===== config.mk =====
export PLATFORM = sky130hd
export DESIGN_NAME = branch_unit
export DESIGN_NICKNAME = d
export VERILOG_FILES = /design/src/hw/bpu_pkg.sv /design/src/hw/branch_decode.sv /design/src/hw/branch_compare.sv /design/src/hw/target_gen.sv /design/src/hw/next_pc_unit.sv /design/src/hw/branch_unit.sv
export VERILOG_INCLUDE_DIRS = /design/src /design/src/hw
export SDC_FILE = /design/constraint.sdc
export NUM_CORES = 1
export LEC_CHECK = 0
export ABC_CLOCK_PERIOD_IN_PS = 6000
export BUFFER_PORTS_ARGS = -buffer_cell sky130_fd_sc_hd__buf_2
export CAP_MARGIN = 0
export CORE_MARGIN = 5
export CORE_UTILIZATION = 24
export DETAILED_ROUTE_END_ITERATION = 10
export GPL_TIMING_DRIVEN = 1
export SYNTH_ARGS = -nofsm -noshare
export SYNTH_HDL_FRONTEND = slang
export SYNTH_HIERARCHICAL = 1
export SYNTH_SLANG_ARGS = --single-unit

===== constraint.sdc =====
create_clock -name clk_i -period 6 [get_ports clk_i]
set_input_delay 0.6 -clock clk_i [delete_from_list [all_inputs] [get_ports clk_i]]
set_output_delay 0.6 -clock clk_i [all_outputs]
set_load 0.03 [all_outputs]

===== src/hw/bpu_macros.svh =====
`ifndef BPU_MACROS_SVH
`define BPU_MACROS_SVH

// Data and address width.
`define BPU_XLEN 32

// PC after reset.
`define BPU_RESET_VECTOR 32'h8000_0000

// Sequential fetch increment, one 32-bit instruction.
`define BPU_INSTR_STEP 32'd4

// Full SYSTEM words, matched exactly by the decoder.
`define BPU_ECALL_WORD 32'h0000_0073
`define BPU_MRET_WORD  32'h3020_0073

`endif


===== src/hw/bpu_pkg.sv =====
`include "bpu_macros.svh"

package bpu_pkg;

  typedef logic [`BPU_XLEN-1:0] xlen_t;  // Register or CSR word.
  typedef logic [`BPU_XLEN-1:0] addr_t;  // Instruction address.
  typedef logic [31:0]          instr_t;

  // Control-flow operation of the current instruction.
  typedef enum logic [3:0] {
    BPU_NONE,
    BPU_BEQ,
    BPU_BNE,
    BPU_BLT,
    BPU_BGE,
    BPU_BLTU,
    BPU_BGEU,
    BPU_JAL,
    BPU_JALR
  } bpu_op_e;

  // Trap entry and return.
  typedef enum logic [1:0] {
    CSR_NONE,
    CSR_ECALL,
    CSR_MRET
  } csr_op_e;

  // Decoder output.
  typedef struct packed {
    bpu_op_e bpu_op;
    csr_op_e csr_op;
    xlen_t   imm;
  } branch_ctrl_t;

  typedef struct packed {
    logic eq;
    logic lt;   // Signed.
    logic ltu;  // Unsigned.
  } cmp_flags_t;

  // Candidate next addresses.
  typedef struct packed {
    addr_t pc_rel;   // pc + imm.
    addr_t reg_rel;  // (rdata1 + imm) with bit 0 cleared.
    addr_t seq;      // pc + 4.
  } targets_t;

endpackage


===== src/hw/branch_decode.sv =====
`timescale 1ns/1ps
`include "bpu_macros.svh"

module branch_decode (
  input  bpu_pkg::instr_t       instr_i,
  output bpu_pkg::branch_ctrl_t ctrl_o
);

  import bpu_pkg::*;

  localparam logic [6:0] OPC_BRANCH = 7'b1100011;
  localparam logic [6:0] OPC_JAL    = 7'b1101111;
  localparam logic [6:0] OPC_JALR   = 7'b1100111;

  logic [6:0] opcode;
  logic [2:0] funct3;
  xlen_t      imm_btype;
  xlen_t      imm_jtype;
  xlen_t      imm_itype;
  bpu_op_e    cond_op;
  csr_op_e    trap_op;

  assign opcode = instr_i[6:0];
  assign funct3 = instr_i[14:12];

  // Immediates sign-extended from bit 31.
  assign imm_btype = {{20{instr_i[31]}}, instr_i[7], instr_i[30:25],
                      instr_i[11:8], 1'b0};
  assign imm_jtype = {{12{instr_i[31]}}, instr_i[19:12], instr_i[20],
                      instr_i[30:21], 1'b0};
  assign imm_itype = {{20{instr_i[31]}}, instr_i[31:20]};

  // Condition from funct3 of a BRANCH word.
  always_comb begin
    case (funct3)
      3'b000:  cond_op = BPU_BEQ;
      3'b001:  cond_op = BPU_BNE;
      3'b100:  cond_op = BPU_BLT;
      3'b101:  cond_op = BPU_BGE;
      3'b110:  cond_op = BPU_BLTU;
      3'b111:  cond_op = BPU_BGEU;
      default: cond_op = BPU_NONE;  // 010 and 011 are reserved.
    endcase
  end

  // Whole-word match for the trap words.
  always_comb begin
    if (instr_i == `BPU_ECALL_WORD) begin
      trap_op = CSR_ECALL;
    end else if (instr_i == `BPU_MRET_WORD) begin
      trap_op = CSR_MRET;
    end else begin
      trap_op = CSR_NONE;
    end
  end

  always_comb begin
    ctrl_o.bpu_op = BPU_NONE;
    ctrl_o.csr_op = trap_op;
    ctrl_o.imm    = '0;
    case (opcode)
      OPC_BRANCH: begin
        if (cond_op != BPU_NONE) begin
          ctrl_o.bpu_op = cond_op;
          ctrl_o.imm    = imm_btype;
        end
      end
      OPC_JAL: begin
        ctrl_o.bpu_op = BPU_JAL;
        ctrl_o.imm    = imm_jtype;
      end
      OPC_JALR: begin
        if (funct3 == 3'b000) begin
          ctrl_o.bpu_op = BPU_JALR;
          ctrl_o.imm    = imm_itype;
        end
      end
      default: ;
    endcase
  end

  // A jump and a trap must never be decoded from the same word.
  always_comb begin
    assert (!((ctrl_o.bpu_op != BPU_NONE) && (ctrl_o.csr_op != CSR_NONE)))
      else $error("branch_decode: bpu_op and csr_op both active for %h", instr_i);
  end

endmodule


===== src/hw/branch_compare.sv =====
`timescale 1ns/1ps
`include "bpu_macros.svh"

module branch_compare (
  input  bpu_pkg::xlen_t      rdata1_i,
  input  bpu_pkg::xlen_t      rdata2_i,
  output bpu_pkg::cmp_flags_t flags_o
);

  import bpu_pkg::*;

  localparam int MSB = `BPU_XLEN - 1;

  xlen_t diff;
  logic  carry;
  logic  zero_f;
  logic  sign_f;
  logic  ovf_f;
  logic  borrow_f;

  // rdata1 - rdata2 as rdata1 + ~rdata2 + 1.
  assign {carry, diff} = {1'b0, rdata1_i} + {1'b0, ~rdata2_i}
                       + {{`BPU_XLEN{1'b0}}, 1'b1};

  // Overflow when operand signs differ and the result sign follows rdata2.
  assign ovf_f = (rdata1_i[MSB] & ~rdata2_i[MSB] & ~diff[MSB]) |
                 (~rdata1_i[MSB] & rdata2_i[MSB] & diff[MSB]);

  assign zero_f   = ~(|diff);
  assign sign_f   = diff[MSB];
  assign borrow_f = ~carry;  // No carry out means rdata1 < rdata2.

  assign flags_o.eq  = zero_f;
  assign flags_o.lt  = sign_f ^ ovf_f;
  assign flags_o.ltu = borrow_f;

  // Equal operands are never less than each other.
  always_comb begin
    assert (!(flags_o.eq && (flags_o.lt || flags_o.ltu)))
      else $error("branch_compare: eq with lt or ltu for %h, %h", rdata1_i, rdata2_i);
  end

endmodule


===== src/hw/target_gen.sv =====
`timescale 1ns/1ps
`include "bpu_macros.svh"

module target_gen (
  input  bpu_pkg::addr_t    pc_i,
  input  bpu_pkg::xlen_t    rdata1_i,
  input  bpu_pkg::xlen_t    imm_i,
  output bpu_pkg::targets_t targets_o
);

  import bpu_pkg::*;

  addr_t pc_sum;
  addr_t reg_sum;
  addr_t seq_sum;

  // All three adders run in parallel with the comparator.
  assign pc_sum  = pc_i + imm_i;
  assign reg_sum = rdata1_i + imm_i;
  assign seq_sum = pc_i + `BPU_INSTR_STEP;

  assign targets_o.pc_rel  = pc_sum;
  assign targets_o.reg_rel = {reg_sum[`BPU_XLEN-1:1], 1'b0};  // JALR drops bit 0.
  assign targets_o.seq     = seq_sum;

endmodule


===== src/hw/next_pc_unit.sv =====
`timescale 1ns/1ps
`include "bpu_macros.svh"

module next_pc_unit (
  input  logic                clk_i,
  input  logic                rst_i,
  input  logic                step_i,
  input  bpu_pkg::bpu_op_e    bpu_op_i,
  input  bpu_pkg::csr_op_e    csr_op_i,
  input  bpu_pkg::cmp_flags_t flags_i,
  input  bpu_pkg::targets_t   targets_i,
  input  bpu_pkg::xlen_t      csr_rdata_i,
  output logic                branch_en_o,
  output bpu_pkg::addr_t      dnpc_o,
  output bpu_pkg::addr_t      pc_o
);

  import bpu_pkg::*;

  logic  cond_hit;
  logic  jump;
  logic  trap;
  addr_t pc_q;

  // Conditional branch outcome.
  always_comb begin
    case (bpu_op_i)
      BPU_BEQ:  cond_hit = flags_i.eq;
      BPU_BNE:  cond_hit = ~flags_i.eq;
      BPU_BLT:  cond_hit = flags_i.lt;
      BPU_BGE:  cond_hit = ~flags_i.lt;
      BPU_BLTU: cond_hit = flags_i.ltu;
      BPU_BGEU: cond_hit = ~flags_i.ltu;
      default:  cond_hit = 1'b0;
    endcase
  end

  assign jump = (bpu_op_i == BPU_JAL) || (bpu_op_i == BPU_JALR);
  assign trap = (csr_op_i == CSR_ECALL) || (csr_op_i == CSR_MRET);

  assign branch_en_o = ~rst_i & (cond_hit | jump | trap);

  always_comb begin
    if (rst_i) begin
      dnpc_o = `BPU_RESET_VECTOR;
    end else if (trap) begin
      dnpc_o = csr_rdata_i;  // Trap vector or return address.
    end else if (bpu_op_i == BPU_JALR) begin
      dnpc_o = targets_i.reg_rel;
    end else if (branch_en_o) begin
      dnpc_o = targets_i.pc_rel;  // Taken branch or JAL.
    end else begin
      dnpc_o = targets_i.seq;
    end
  end

  // Program counter, advances only on the step strobe.
  always_ff @(posedge clk_i) begin
    if (rst_i) begin
      pc_q <= `BPU_RESET_VECTOR;
    end else if (step_i) begin
      pc_q <= dnpc_o;
    end
  end

  assign pc_o = pc_q;

  a_no_branch_in_reset : assert property (@(posedge clk_i) rst_i |-> !branch_en_o)
    else $error("next_pc_unit: branch_en_o high during reset");

  // Holds only while the CSR side supplies aligned vectors.
  a_dnpc_aligned : assert property (@(posedge clk_i) disable iff (rst_i) !dnpc_o[0])
    else $error("next_pc_unit: dnpc_o %h is odd", dnpc_o);

endmodule


===== src/hw/branch_unit.sv =====
`timescale 1ns/1ps

module branch_unit (
  input  logic            clk_i,
  input  logic            rst_i,
  input  logic            step_i,
  input  bpu_pkg::instr_t instr_i,
  input  bpu_pkg::xlen_t  rdata1_i,
  input  bpu_pkg::xlen_t  rdata2_i,
  input  bpu_pkg::xlen_t  csr_rdata_i,
  output logic            branch_en_o,
  output bpu_pkg::addr_t  dnpc_o,
  output bpu_pkg::addr_t  pc_o
);

  import bpu_pkg::*;

  branch_ctrl_t ctrl;
  cmp_flags_t   flags;
  targets_t     targets;

  branch_decode u_decode (
    .instr_i (instr_i),
    .ctrl_o  (ctrl)
  );

  branch_compare u_compare (
    .rdata1_i (rdata1_i),
    .rdata2_i (rdata2_i),
    .flags_o  (flags)
  );

  // Candidates are built from the registered PC.
  target_gen u_targets (
    .pc_i      (pc_o),
    .rdata1_i  (rdata1_i),
    .imm_i     (ctrl.imm),
    .targets_o (targets)
  );

  next_pc_unit u_next_pc (
    .clk_i       (clk_i),
    .rst_i       (rst_i),
    .step_i      (step_i),
    .bpu_op_i    (ctrl.bpu_op),
    .csr_op_i    (ctrl.csr_op),
    .flags_i     (flags),
    .targets_i   (targets),
    .csr_rdata_i (csr_rdata_i),
    .branch_en_o (branch_en_o),
    .dnpc_o      (dnpc_o),
    .pc_o        (pc_o)
  );

endmodule


=== Word-level counts from Yosys, hierarchy flattened ===
Index checks and enable logic that the tools add are counted.

* Register bits after elaboration: 32
* Latch bits: 0
* RAM bits: 0
* Memory bits (read-only): 0
* Output and inout port bits: 65
* Word-level logic and storage cells: 62
* Memories: 0

* Add/subtract/negate cells: 5
* $mul: 0
* Div/mod/pow operators: 0
* $lt $le $gt $ge: 0
* Equality and inequality tests: 20
* Shift operators: 0
* Multiplexer cells: 14
* Bitwise gates (word level): 17
* Reduce and logical (&&, ||, !) cells: 5

{| class="wikitable"
|+ Operators with widths
! kind !! number
|-
| 32-bit 2-to-1 mux || 6
|-
| 32-bit one-hot mux with 3 select lines || 1
|-
| 32-bit adder || 2
|-
| 32-bit by 32-bit adder with 33-bit output || 1
|-
| 33-bit by 1-bit adder with 33-bit output, second input constant || 1
|-
| 32-bit by 3-bit adder with 32-bit output, second input constant || 1
|-
| 32-bit by 30-bit == test with 1-bit output, second input constant || 1
|-
| 32-bit by 7-bit == test with 1-bit output, second input constant || 1
|-
| 32-bit inverter || 1
|-
| 32-bit OR reduction || 1
|-
| 7-bit == test, second input constant || 3
|-
| 3-bit one-hot mux with 6 select lines || 1
|-
| 4-bit by 3-bit == test with 1-bit output, second input constant || 4
|-
| 3-bit == test, second input constant || 4
|-
| 4-bit one-hot mux with 3 select lines || 1
|-
| 4-bit by 2-bit == test with 1-bit output, second input constant || 2
|-
| 1-bit inverter || 7
|-
| 1-bit one-hot mux with 6 select lines || 1
|-
| 1-bit bitwise AND || 5
|-
| 4-bit by 1-bit == test with 1-bit output, second input constant || 1
|-
| 4-bit == test, second input constant || 1
|-
| 2-bit 2-to-1 mux || 2
|-
| 4-bit 2-to-1 mux || 1
|-
| 4-bit nonzero test || 1
|-
| 8 further kinds || 11
|}

=== Depth between registers and ports, before layout ===
* Depth after elaboration: 16
* Gate-level depth with buffers: 21
* Gate-level depth less buffers: 18

=== By module ===
Netlist, hierarchy kept.

{| class="wikitable"
|+ By module, submodules not included
! module !! instances !! cells each !! area each (um^2)
|-
| target_gen || 1 || 577 || 4,052.6
|-
| next_pc_unit || 1 || 315 || 2,508.7
|-
| branch_compare || 1 || 292 || 1,898.1
|-
| branch_decode || 1 || 88 || 639.4
|}

=== Worst setup path before layout ===
No wires, ideal clock.

* Kind: input to output
* From: input port rdata2_i[1]
* To: output port dnpc_o[10]
* Data arrival time: 4.832 ns
* Data required time: 5.400 ns
* Setup slack: 0.568 ns
* Stages on the path: 20
* Path buffers: 2
* Cells stage by stage: inv_1 > ha_1 > nor2b_4 > o2111ai_2 > nand2_1 > a221oi_2 > o21bai_1 > a21oi_1 > mux2_1 > a211oi_1 > nand4_1 > nor4_1 > and4b_1 > buf_4 > mux2i_1 > o2111a_2 > a221oi_4 > buf_6 > a22oi_2 > a211oi_1

{| class="wikitable"
|+ RTL lines
! element !! line !! source
|-
| from (decl) || branch_unit.sv:9 || <nowiki>input bpu_pkg::xlen_t rdata2_i,</nowiki>
|-
| 32-bit inverter || branch_compare.sv:22 || <nowiki>assign {carry, diff} = {1'b0, rdata1_i} + {1'b0, ~rdata2_i}</nowiki>
|-
| 32-bit by 32-bit adder with 33-bit output || branch_compare.sv:22 ||
|-
| 33-bit by 1-bit adder with 33-bit output || branch_compare.sv:22 ||
|-
| 32-bit OR reduction || branch_compare.sv:29 || <nowiki>assign zero_f = ~(|diff);</nowiki>
|-
| 1-bit inverter || branch_compare.sv:29 ||
|-
| via u_compare.zero_f || branch_compare.sv:16 || <nowiki>logic zero_f;</nowiki>
|-
| 1-bit one-hot mux with 6 select lines || next_pc_unit.sv:27 || <nowiki>case (bpu_op_i)</nowiki>
|-
| 1-bit bitwise OR (2 in series) || next_pc_unit.sv:41 || <nowiki>assign branch_en_o = ~rst_i & (cond_hit | jump | trap);</nowiki>
|-
| 1-bit bitwise AND || next_pc_unit.sv:41 ||
|-
| 32-bit 2-to-1 mux || next_pc_unit.sv:50 || <nowiki>end else if (branch_en_o) begin</nowiki>
|-
| 32-bit 2-to-1 mux || next_pc_unit.sv:48 || <nowiki>end else if (bpu_op_i == BPU_JALR) begin</nowiki>
|-
| 32-bit 2-to-1 mux || next_pc_unit.sv:46 || <nowiki>end else if (trap) begin</nowiki>
|-
| 32-bit 2-to-1 mux || next_pc_unit.sv:44 || <nowiki>if (rst_i) begin</nowiki>
|-
| to (decl) || branch_unit.sv:12 || <nowiki>output bpu_pkg::addr_t dnpc_o,</nowiki>
|}

The timed path passes the listed nets, and every way through them passes these cells.

==> results.md <==
Run status:
- The flow ran to the end, and the final reports show no timing, DRC or antenna violations.

STA:
- The final-report setup violation count is 0.
- The worst path needs 5.80 ns of the cycle, external delays included.
- The number of max-slew violations in the final report came to 0.
- The number of hold violations in the final report is 0.
- Summed over all failing endpoints, the final setup total negative slack is 0 ns.
- Timing would allow up to approximately 170 MHz.
- For the final database, setup skew stands at 0.00665 ns.
- The worst-case hold slack is ~0.56 ns.
- The final critical path takes up 96.7% of the cycle.
- The worst slew margin relative to its limit is 43.0%.
- Setup repair after global routing could not meet its margin everywhere.
- For the pin with the worst max-slew slack, the measured transition is ~0.85 ns.

Setup path:
- The signal on the critical path passes through buf_2, ha_1, nor2b_4, o2111ai_2, nand2_1, a221oi_2, o21bai_1, a21oi_1, mux2_1, a211oi_1, nand4_1, nor4_1, and4b_2, or2_1, a21oi_2, a2111oi_4, buf_4, clkbuf_16, mux2_1, a21oi_1, buf_2.
- The number of cells on the worst reg-to-reg path is 12.
- The flop-to-flop setup slack is 2.37 ns.
- The largest individual stage delay along the critical path comes from the cell mux2_1.
- The kind of critical path is in -> out.
- Among cell families on the critical path, the largest total delay comes from compound AO/OA/AOI/OAI gates.
- STA classifies the critical path endpoint as a primary output.
- STA puts the critical path data required time at 5.40 ns.
- The maximum fanout encountered on the critical timing path is 16.
- The critical path arrival is 5.20 ns.
- The endpoint identified for the worst register-to-register timing path is u_next_pc/pc_o[28].
- STA classifies the critical path startpoint as an input port.
- The launch point of the worst reg-to-reg path is u_next_pc/pc_o[0].
- The largest single stage delay on the critical path is 0.36 ns.
- Together, buffers and inverters on the worst path number 4.

Hold path:
- The startpoint of the tightest hold check path is u_next_pc/pc_o[24].
- The worst hold path was traced through 2 stages.
- The path with the worst hold slack has its endpoint at u_next_pc/pc_o[24].
- The path class of the tightest hold or removal check is reg -> reg.

Global route:
- The number of global-route vias before repair came to 9784.
- For this run the aggregate overflow at the end of global routing stands at 0.
- The total routing usage reported by global routing is ~17%.
- The first global-routing pass estimated 55400 um of wire.
- The maximum number of pins on one net before global-route repair is 66.
- The initial antenna violation count is 3.

Detailed routing:
- The detailed-route wire length per cell is between 15 and 20 um.
- The first routing iteration left about 870 violations.
- In this run the remaining antenna-violating nets after routing total 0.
- Summed over all layers, the routed wires come to ~37000 um.
- The remaining routing DRC violations is 0.
- The number of vias in the routed layout is 10200.
- After detailed routing, the number of vias per cell comes to 5.29.
- The detailed-routing iteration count for the pre-antenna-repair pass is 6.

Synth:
- The number of different library cells used by synthesis comes to between 100 and 150.
- The sequential element share of the synthesized area is a little over 7%.
- The number of nets in the synthesized netlist is 1500.
- The post-synthesis sequential element count is 32.
- For this run, asynchronously set or reset flops after synthesis account for 0%.
- Synthesis handed over a netlist of 1272 instances.
- The average footprint of a synthesized cell is 7.15 um2.
- For this run, the leading register cell type out of synthesis is dfxtp_1.
- The number of enable flip-flop cells after synthesis is 0.
- By area the synthesized netlist is led by ha_1 13%, dfxtp_1 7.0%, a21oi_1 6.2%, xnor2_1 5.8%, nand2_1 5.3%.
- The biggest area contributor in the post-synthesis netlist is ha_1.
- The cell area that synthesis handed to floorplanning was 9100 um2.
- The fraction of synthesized cell area taken by the top area cell type is 13.1%.
- For this run, the number of Yosys warnings is 6.

Power and ir drop:
- The switching power summed over all nets is 487 uW.
- The maximum resistive drop on vdd is ~100 uV.
- For this design the static power due to leakage is 0.00487 uW.
- In this run, the combinational gates consume about half of the power.
- The cell-internal power is 619 uW.
- The share of power burned in the clock network is 25.6%.
- Power spread over the standard cell area amounts to between 100 and 150 nW/um2.
- The switching part of the total power is between 40% and 50%.
- The share of power burned in registers is a little under a quarter.

Finish:
- The multi-input combinational cell area is 7750 um2.
- For this run, the post-layout net count is 1646.
- The area growth from synthesis to layout is 17.3%.
- In the final layout, the share of cells above drive strength 1 is 21.7%.
- The register with the most flip-flops in the layout has 32 of them.
- Registers take 641 um2.
- The layout has 4195 filler cells.

Clock network:
- CTS saw 32 sinks.
- TritonCTS built the clock tree.
- Clock latency on the worst-skew pair, taken at its later pin, is 0.29 ns.
- The maximum buffer depth of the clock tree is 2.
- CTS built an H-tree with a depth of 2.
- Buffers inserted during clock tree synthesis total 5.
- The register clock-pin slew on the reported worst setup and hold paths is approximately 0.060 ns.
- In this run the clock root is driven by a clkbuf_16.
- Hold repair after CTS inserted 0 buffers.

Die:
- The starting density of the core is 24.2%.
- The total area inside the core boundary comes to roughly 38000 um2.
- The die covers between 40000 and 50000 um2.
- The initialized floorplan defines 71 standard-cell rows.
- The die outline width is 205 um.
- Measured along the y axis, the die boundary spans between 200 and 250 um.
- Pin placement for this block handled just under 200 I/O pins.

Placed design:
- At the end of routability-driven placement, the weighted congestion stood at 0.928.
- The count of input and output buffers is just under 200.
- Detailed placement finished with a half-perimeter wire length of 30900 um.

Job:
- The number of max-capacitance violations reported is 0.
[cells in the mapped netlist (9+ instances only)]
cell type  instances
mux2i_1           10
a221oi_1          12
and3_1            17
nand2_1          128
inv_1             82
nand4_1           14
a21o_1            41
nand3_1           62
o21a_1            10
o21ai_1            9
ha_1              95
nor3_1            18
o21ai_0           48
xor2_1            33
a211oi_1          26
a22oi_1           26
a311oi_1          22
clkbuf_1          31
dfxtp_1           32
and2_1            10
buf_4             19
a31oi_1           14
xnor2_1           60
or2_2             11
a21oi_1          113
o21bai_1           9
o31ai_1            9
mux2_1            17
nor2_1            81
buf_2             20
nand2b_1          12
o22ai_1           17
[cell type report]
class	instances	area share, %
well taps	511	5.99
flip-flops and latches	32	6.00
diodes	3	0.0703
repair buffers	218	11.1
multi-input cells	1079	72.6
inverters	82	2.88
clock buffers	7	1.43
[how the worst max path moves through the flow]
stage	start	to	slack (ns)	depth (start not counted)
after floorplan	rdata2_i[1]	dnpc_o[10]	0.57	20
after global placement	rdata1_i[25]	dnpc_o[21]	0.15	19
after detailed placement	rdata1_i[25]	dnpc_o[23]	0.12	19
after CTS	rdata1_i[25]	dnpc_o[23]	0.10	19
after global routing	rdata1_i[1]	dnpc_o[11]	-0.03	21
final	rdata1_i[1]	dnpc_o[11]	0.20	21
[power groups by stage]
stage,Sequential [uW],Clock [uW],Combinational (uW)
3_5_place_dp,257,0,559
6_report,252,284,570
3_3_place_gp,257,0,561
4_1_cts,253,294,562
5_1_grt,256,297,625
2_1_floorplan,274,0,357
[worst min-delay path: cells and delay by family, from the launching register on]
kind	cells	cell delay, ns
compound gates	1	0.07
flops	1	0.35
simple gates	1	0.09
[routing by layer]
metal | up-vias | part of all wire, % | GRT usage [%]
met5 | - | 0 | 0
met4 | 0 | 3.0 | 4.95
met3 | 60 | 4.3 | 1.17
met2 | 337 | 48 | 29.4
met1 | 4774 | 45 | 21.8
li1 | 5044 | - | -
[what timing repair did]
item,CTS,global route
gates resized for setup,0,8
buffers inserted,0,1
setup endpoints to repair,0,27
[placed cells by master, fill, tap and decap left out, types with 20 or more instances in the layout]
master / n
a211oi_1: 25
a21o_1: 41
a21oi_1: 113
a22oi_1: 26
a311oi_1: 22
buf_2: 195
buf_4: 20
dfxtp_1: 32
ha_1: 94
inv_1: 82
nand2_1: 128
nand3_1: 62
nor2_1: 81
o21ai_0: 48
xnor2_1: 60
xor2_1: 32
[per-stage QoR]
stage | util (%) | std cells | cell area, um2 | worst slack [ns] | total power [uW]
after floorplan | - | 1272 | 9100 | 0.568 | 631
after global placement | 27.8 | 1920 | 10500 | 0.154 | 817
after CTS | 28.2 | 1927 | 10600 | 0.103 | 1110
final | 28.4 | 1932 | 10700 | 0.195 | 1110
after global routing | 28.4 | 1931 | 10700 | -0.0294 | 1180
after detailed placement | 27.8 | 1920 | 10500 | 0.118 | 816
[cell families after synthesis]
family	Yosys count	share of synthesized area, %
simple gates	410	22.8
compound gates	445	35.4
flops	32	7.04
other cells	1	0.0412
buf+inv	161	8.36
fa+ha+maj	97	13.5
xor+xnor	93	8.95
mux	33	3.95
Note: power is estimated with default switching activity, not from simulation.
